$ cat config.mk
export PLATFORM = sky130hd
export DESIGN_NAME = motor_top
export DESIGN_NICKNAME = d
export VERILOG_FILES = /design/src/verilog/motor_pkg.sv /design/src/verilog/motor_regs.sv /design/src/verilog/pwm_gen.sv /design/src/verilog/motor_output.sv /design/src/verilog/motor_top.sv
export SDC_FILE = /design/constraint.sdc
export NUM_CORES = 1
export LEC_CHECK = 0
export ABC_CLOCK_PERIOD_IN_PS = 1300
export BUFFER_PORTS_ARGS = -buffer_cell sky130_fd_sc_hd__buf_2
export CORE_AREA = 2 2 53 104
export CTS_BUF_LIST = sky130_fd_sc_hd__clkbuf_2
export DETAILED_ROUTE_END_ITERATION = 12
export DIE_AREA = 0 0 55 106
export PLACE_DENSITY = 0.84
export RECOVER_POWER = 50
export SYNTH_ARGS = -nofsm -noshare
export SYNTH_HDL_FRONTEND = slang
export SYNTH_HIERARCHICAL = 1
export SYNTH_SLANG_ARGS = --single-unit
$ cat constraint.sdc
create_clock -name clk -period 1.3 [get_ports clk]
set_clock_uncertainty 0.15 [all_clocks]
set_input_delay 0.13 -clock clk [delete_from_list [all_inputs] [get_ports clk]]
set_output_delay 0.13 -clock clk [all_outputs]
set_load 0.005 [all_outputs]
$ cat src/verilog/motor_pkg.sv
package motor_pkg;

	// the peripheral occupies four consecutive byte addresses
	localparam logic [7:0] motor_base  = 8'h00;
	localparam logic [7:0] motor_addr  = motor_base;          // direction nibble for the two bridges
	localparam logic [7:0] enable_addr = motor_base + 8'd1;   // bit 0 enables the driver chip
	localparam logic [7:0] pwm0_addr   = motor_base + 8'd2;   // compare value of channel 0
	localparam logic [7:0] pwm1_addr   = motor_base + 8'd3;   // compare value of channel 1

	// number of registers behind the bus, one select line each
	localparam int unsigned reg_count = 4;

	// width of the direction field, two input pairs of an H-bridge
	localparam int unsigned motor_width = 4;

	// the prescaler counts 0 to scale_factor, so one tick every 126 clocks
	localparam int unsigned scale_factor   = 125;
	localparam int unsigned prescale_width = $clog2(scale_factor + 1);

	// the period counter and both compare values share this width
	localparam int unsigned        pwm_width = 8;
	localparam logic [pwm_width-1:0] pwm_top = '1;   // last count before the period wraps

	// register request as seen on the processor strobes
	typedef struct packed {
		logic [7:0] address;
		logic [7:0] din;
		logic       w_en;
		logic       r_en;
	} bus_req_t;

	// current contents of the register file
	typedef struct packed {
		logic [motor_width-1:0] motor;
		logic                   enable;
		logic [pwm_width-1:0]   cmpr0;
		logic [pwm_width-1:0]   cmpr1;
	} motor_cfg_t;

endpackage

$ cat src/verilog/motor_regs.sv
`timescale 1ns/1ns

module motor_regs
	import motor_pkg::*;
(
	input  logic       clk,
	input  logic       rst_n,
	input  bus_req_t   req,
	output motor_cfg_t cfg,
	output logic [7:0] dout
);

	logic [reg_count-1:0] sel;       // one line per register, set on an exact address match
	logic                 rd_hit;    // the current address maps to some register
	logic [7:0]           rd_data;   // value that a read at this address returns

	// full eight bit compare, so aliases such as 8'h04 never hit
	always_comb begin
		sel    = '0;
		sel[0] = (req.address == motor_addr);
		sel[1] = (req.address == enable_addr);
		sel[2] = (req.address == pwm0_addr);
		sel[3] = (req.address == pwm1_addr);
	end

	assign rd_hit = |sel;

	// read multiplexer, narrow fields come back zero-extended
	always_comb begin
		rd_data = '0;
		if (sel[0]) begin
			rd_data = {{(8 - motor_width){1'b0}}, cfg.motor};
		end
		else if (sel[1]) begin
			rd_data = {7'b0, cfg.enable};
		end
		else if (sel[2]) begin
			rd_data = cfg.cmpr0;
		end
		else if (sel[3]) begin
			rd_data = cfg.cmpr1;
		end
	end

	// register file, written one strobe at a time
	always_ff @(posedge clk) begin
		if (!rst_n) begin
			cfg.motor  <= '0;
			cfg.enable <= 1'b1;   // the driver comes up enabled
			cfg.cmpr0  <= '0;
			cfg.cmpr1  <= '0;
		end
		else if (req.w_en) begin
			if (sel[0]) begin
				cfg.motor <= req.din[motor_width-1:0];   // only the low nibble is kept
			end
			if (sel[1]) begin
				cfg.enable <= req.din[0];
			end
			if (sel[2]) begin
				cfg.cmpr0 <= req.din;
			end
			if (sel[3]) begin
				cfg.cmpr1 <= req.din;
			end
		end
	end

	// read data port
	// an unmapped read leaves the last value on dout
	always_ff @(posedge clk) begin
		if (!rst_n) begin
			dout <= '0;
		end
		else if (req.r_en && rd_hit) begin
			dout <= rd_data;   // a same-cycle write shows up on the next read
		end
	end

endmodule

$ cat src/verilog/pwm_gen.sv
`timescale 1ns/1ns

module pwm_gen
	import motor_pkg::*;
(
	input  logic                 clk,
	input  logic                 rst_n,
	input  logic [pwm_width-1:0] cmpr0,
	input  logic [pwm_width-1:0] cmpr1,
	output logic [1:0]           pwm_raw,
	output logic                 period_start
);

	logic [prescale_width-1:0] prescaler;   // clock divider in front of the period counter
	logic                      tick;        // one clock wide, once every scale_factor+1 clocks
	logic [pwm_width-1:0]      count;       // position inside the current period
	logic                      wrap;        // tick on which count rolls over to zero
	logic [pwm_width-1:0]      cmpr [2];    // compare values indexed by channel

	assign cmpr[0] = cmpr0;
	assign cmpr[1] = cmpr1;

	assign tick = (prescaler == prescale_width'(scale_factor));
	assign wrap = tick && (count == pwm_top);

	// prescaler runs freely from reset
	always_ff @(posedge clk) begin
		if (!rst_n) begin
			prescaler <= '0;
		end
		else if (tick) begin
			prescaler <= '0;
		end
		else begin
			prescaler <= prescaler + 1'b1;
		end
	end

	// period counter, the natural overflow gives 256 ticks per period
	always_ff @(posedge clk) begin
		if (!rst_n) begin
			count <= '0;
		end
		else if (tick) begin
			count <= count + 1'b1;
		end
	end

	// high in the first cycle of count 0, in step with the set of pwm_raw
	always_ff @(posedge clk) begin
		if (!rst_n) begin
			period_start <= 1'b0;
		end
		else begin
			period_start <= wrap;
		end
	end

	// both channels are set at the wrap and each clears on its own match.
	// the set wins over a match at count 255, so a compare of 255 stays high
	always_ff @(posedge clk) begin
		if (!rst_n) begin
			pwm_raw <= '0;
		end
		else if (wrap) begin
			pwm_raw <= '1;
		end
		else if (tick) begin
			for (int i = 0; i < 2; i++) begin
				if (count == cmpr[i]) begin
					pwm_raw[i] <= 1'b0;   // high for cmpr+1 ticks in all
				end
			end
		end
	end

endmodule

$ cat src/verilog/motor_output.sv
`timescale 1ns/1ns

module motor_output
	import motor_pkg::*;
(
	input  logic                   clk,
	input  logic                   rst_n,
	input  logic [motor_width-1:0] motor_req,
	input  logic                   enable_req,
	input  logic [1:0]             pwm_raw,
	input  logic                   period_start,
	output logic [1:0]             pwm,
	output logic [motor_width-1:0] motor,
	output logic                   enable
);

	// gated PWM, both lines stay low while the driver is disabled
	always_ff @(posedge clk) begin
		if (!rst_n) begin
			pwm <= '0;
		end
		else begin
			pwm <= pwm_raw & {2{enable_req}};
		end
	end

	// the bridge inputs only change at a period boundary, so a direction
	// change never lands in the middle of a pulse.
	// pwm rises on the same edge at which the new nibble appears
	always_ff @(posedge clk) begin
		if (!rst_n) begin
			motor <= '0;
		end
		else if (period_start) begin
			motor <= motor_req;
		end
	end

	// enable pin of the external driver chip
	always_ff @(posedge clk) begin
		if (!rst_n) begin
			enable <= 1'b1;   // matches the reset value of the enable register
		end
		else begin
			enable <= enable_req;
		end
	end

endmodule

$ cat src/verilog/motor_top.sv
`timescale 1ns/1ns

module motor_top
	import motor_pkg::*;
(
	input  logic                   clk,
	input  logic                   rst_n,
	input  logic [7:0]             address,
	input  logic [7:0]             din,
	input  logic                   w_en,
	input  logic                   r_en,
	output logic [7:0]             dout,
	output logic [1:0]             pwm,
	output logic [motor_width-1:0] motor,
	output logic                   enable
);

	bus_req_t   req;            // processor strobes gathered into one request
	motor_cfg_t cfg;            // live register contents
	logic [1:0] pwm_raw;        // ungated compare outputs
	logic       period_start;   // first cycle of a new PWM period

	assign req = '{address: address, din: din, w_en: w_en, r_en: r_en};

	// register file and read port
	motor_regs u_regs (
		.clk   (clk),
		.rst_n (rst_n),
		.req   (req),
		.cfg   (cfg),
		.dout  (dout)
	);

	// timebase and the two compare channels
	pwm_gen u_pwm (
		.clk          (clk),
		.rst_n        (rst_n),
		.cmpr0        (cfg.cmpr0),
		.cmpr1        (cfg.cmpr1),
		.pwm_raw      (pwm_raw),
		.period_start (period_start)
	);

	// enable gating and deferred direction load
	motor_output u_out (
		.clk          (clk),
		.rst_n        (rst_n),
		.motor_req    (cfg.motor),
		.enable_req   (cfg.enable),
		.pwm_raw      (pwm_raw),
		.period_start (period_start),
		.pwm          (pwm),
		.motor        (motor),
		.enable       (enable)
	);

endmodule

==> qor.yml <==
drt:
  wl_per_cell_um: 17.46
  ant_nets: 0
  via_count: 2241
  drc_errors: 0
  drt_iter0_drc: 45
  drt-total-wl_um: 7001
  viasPerCell: 5.589
  dr.pass1.iters: 4
cts:
  root_buffer: "clkbuf_2"
  worstSkewPairLatency_ps: 450
  cts_buffer_depth: 2
  path_clk_slew_ps: 280
  clock-sinks: 54
  holdBufCountCts: 15
  htreeDepth: 2
  cts_buffers: 5
  cts_tree: "yes"
sta:
  maxSlewViolCount: 0
  relSlewSlack: 0.7758
  tightest_slew_ps: 336.3
  hold_viol: 0
  rsz0062_at_grt: "yes"
  finalSetupViolations: 19
  layout_setup_ws_ps: -247.0
  period_share: 1.190
  post-route-min-period_ps: 1547
  fmax_mhz: 646.4
worst_hold_path:
  hold_path_class: "in -> reg"
logic_synthesis:
  synth_fa_ha_area_frac: 0.01474
  synth_nets: 279
  synth_compound_area_frac: 0.06044
  yosys_warnings: 6
  synth_seq_cells: 54
  muxShareOfSynthArea: 0.1366
  synth_top_family_by_area: "simple AND/OR/NAND/NOR gates"
  synth-seq-area-share: 0.4246
  syn_area_per_cell_um2: 9.946
  synth_cells: 256
  netlist_area_mm2: 0.002546
  synthSimpleGateAreaFrac: 0.2383
  synth_xor_xnor_area_share: 0.08943
  ys_types: 39
floorplan:
  initial_utilization: 0.5000
  rows: 37
  die_h_um: 106
  dieArea_mm2: 0.005830
  die_x_um: 55
  io_pins: 35
  core_area_mm2: 0.005092
setup_path:
  cp.arrival_ps: 1790
  crit_type: "reg -> reg"
  cp_cell_sequence: "buf_6, xor2_2, nor4_1, nand3_1, a31o_1"
  crit_family: "flip-flops"
  endpoint_kind: "flop"
  crit_fanout: 3
  cp_slowest_cell: "dfxtp_4"
  worstPathRequired_ps: 1540
  slowest_delay_ps: 430
  startpoint_type: "flop"
  critPathBufInv: 1
placed_design:
  hpwl_um: 4671
  preCtsSetupSlack_ps: -195.2
  port_buffers: 34
  gp_congestion: 0.8737
global_routing:
  grt_pass1_vias: 2378
  overflow: 0
  grtUsageTotal: 0.2541
  grt_pass1_wl_um: 10780
  antenna_found_initial: 0
  grt_max_degree: 38
power_and_ir_drop:
  p_leak_uw: 0.001721
  p_total_uw: 2594
  pwr_density_cell_mw_per_mm2: 747.9
  ir_drop_mv: 0.6325
status:
  violations: "negative setup slack"
  outcome: "finished with violations"
final_layout:
  nets: 365
  drive_above_1_share: 0.4052
  layout_common_cells: "buf_4, nand2_1, dfxtp_1"
  num_antenna_cells: 0
  area_growth_syn_to_layout_pct: 36.22
  layout.cells.most_common: "buf_4"
run:
  maxCapViolCount: 0
[cell usage after synthesis]
master    number  area (µm²)
nor4_1         5       31.28
nand4b_1       2       17.52
nand4_4        2       42.54
a21boi_0       4       30.03
dfxtp_1       54        1081
or2_1          1       6.260
a21boi_1       2       15.01
o21ai_0        7       35.03
or3b_2         1       8.760
mux2i_1       28       280.3
or4_4          1       11.26
nand2b_1       1       6.260
or3_1          1       6.260
and3_1         7       43.79
nor3b_2        2       25.02
mux2_2         4       45.04
nor4_4         1       21.27
ha_1           3       37.54
xor2_1        22       192.7
nand3b_1       1       7.510
nor2_4         1       11.26
nor3_1         3       15.01
mux4_2         1       22.52
o211ai_1       3       22.52
inv_1          2       7.510
nand3_2        1       10.01
buf_6          3       33.78
nor4_2         2       25.02
nand2_1       35       131.4
clkbuf_1       8       30.03
buf_2          4       20.02
nand4_1        7       43.79
xnor2_1        4       35.03
and2_1         5       31.28
nor2_1         9       33.78
nand3_1        8       40.04
a31o_1         2       17.52
o221a_2        3       33.78
nor2b_1        6       37.54
[kinds of logic (layout without fill, tap and decap cells)]
family | count (synthesis) | count (layout)
muxes | 33 | 33
adders and majority gates | 3 | 3
and+or+nand+nor | 102 | 102
xor gates and xnor gates | 26 | 26
AOI/OAI and AO/OA | 21 | 21
buffers and inverters | 17 | 104
DFF | 54 | 54
[what timing repair did]
action / CTS / global route
pin swaps: 14 / 9
hold endpoints to repair: 33 / 2
buffers inserted: 5 / 2
resized for setup: 24 / 20
setup endpoints to repair: 18 / 33
[through the flow]
stage | cell area, µm² | hold WS [ps] | setup TNS [ps] | utilization | instances
after floorplan | 2603 | 53.16 | -181.6 | - | 256
after global placement | 3059 | 255.9 | -3094 | 0.6007 | 371
after detailed placement | 3059 | 273.1 | -4209 | 0.6007 | 371
after CTS | 3392 | 1.289 | -2682 | 0.6661 | 399
after global routing | 3468 | -23.05 | -4214 | 0.6811 | 401
final | 3468 | 1.475 | -2897 | 0.6811 | 401
[worst register-to-register path: cells and delay by family (launching register included)]
family | cells | cell delay (ps)
xor gates and xnor gates | 1 | 150
and+or+nand+nor | 2 | 410
AOI/OAI and AO/OA | 1 | 230
DFF | 1 | 430
buffers and inverters | 1 | 130
[cell type report]
cell class                 instances  area, µm²
tap                               58      72.57
sequential                        54       1124
multi-input combinational        185       1498
clock inverter                     3      18.77
fill                             359       1624
timing repair buffer              94      723.2
clock buffer                       5      25.02
inverter                           2      7.507
[sequential cells by signal, indices dropped and copies added (netlist names)]
signal and cells:
u_regs/dout 8, u_out/enable 1, u_out/motor 4, u_regs/cfg 21, u_pwm/count 8, u_out/pwm 2, u_pwm/prescaler 7, u_pwm/pwm_raw 2
u_pwm/period_start 1
[routing by layer]
metal,global-route usage,share of wire
met1,0.2292,0.33
met2,0.4762,0.58
met3,0.03511,0.029
met4,0.1585,0.061
met5,0,0
[power by group]
group          switching (µW)  internal [µW]
registers                7.86           1660
clock network             545            137
logic                     121            123
[final timing paths]
| kind | startpoint | end | slack (ps) | depth (start not counted) |
|---|---|---|---|---|
| setup / recovery | u_pwm/count[1]$_SDFFE_PN0P_ | u_pwm/pwm_raw[1]$_SDFFE_PN0P_ | -250 | 5 |
| hold / removal | address[2] | u_regs/cfg[16]$_SDFFE_PN1P_ | 1 | 5 |
| setup reg to reg | u_pwm/count[1]$_SDFFE_PN0P_ | u_pwm/pwm_raw[1]$_SDFFE_PN0P_ | -250 | 5 |
| hold reg to reg | u_regs/dout[0]$_SDFFE_PN0P_ | u_regs/dout[0]$_SDFFE_PN0P_ | 340 | 2 |
No activity file was read; power rests on OpenSTA's default activity.
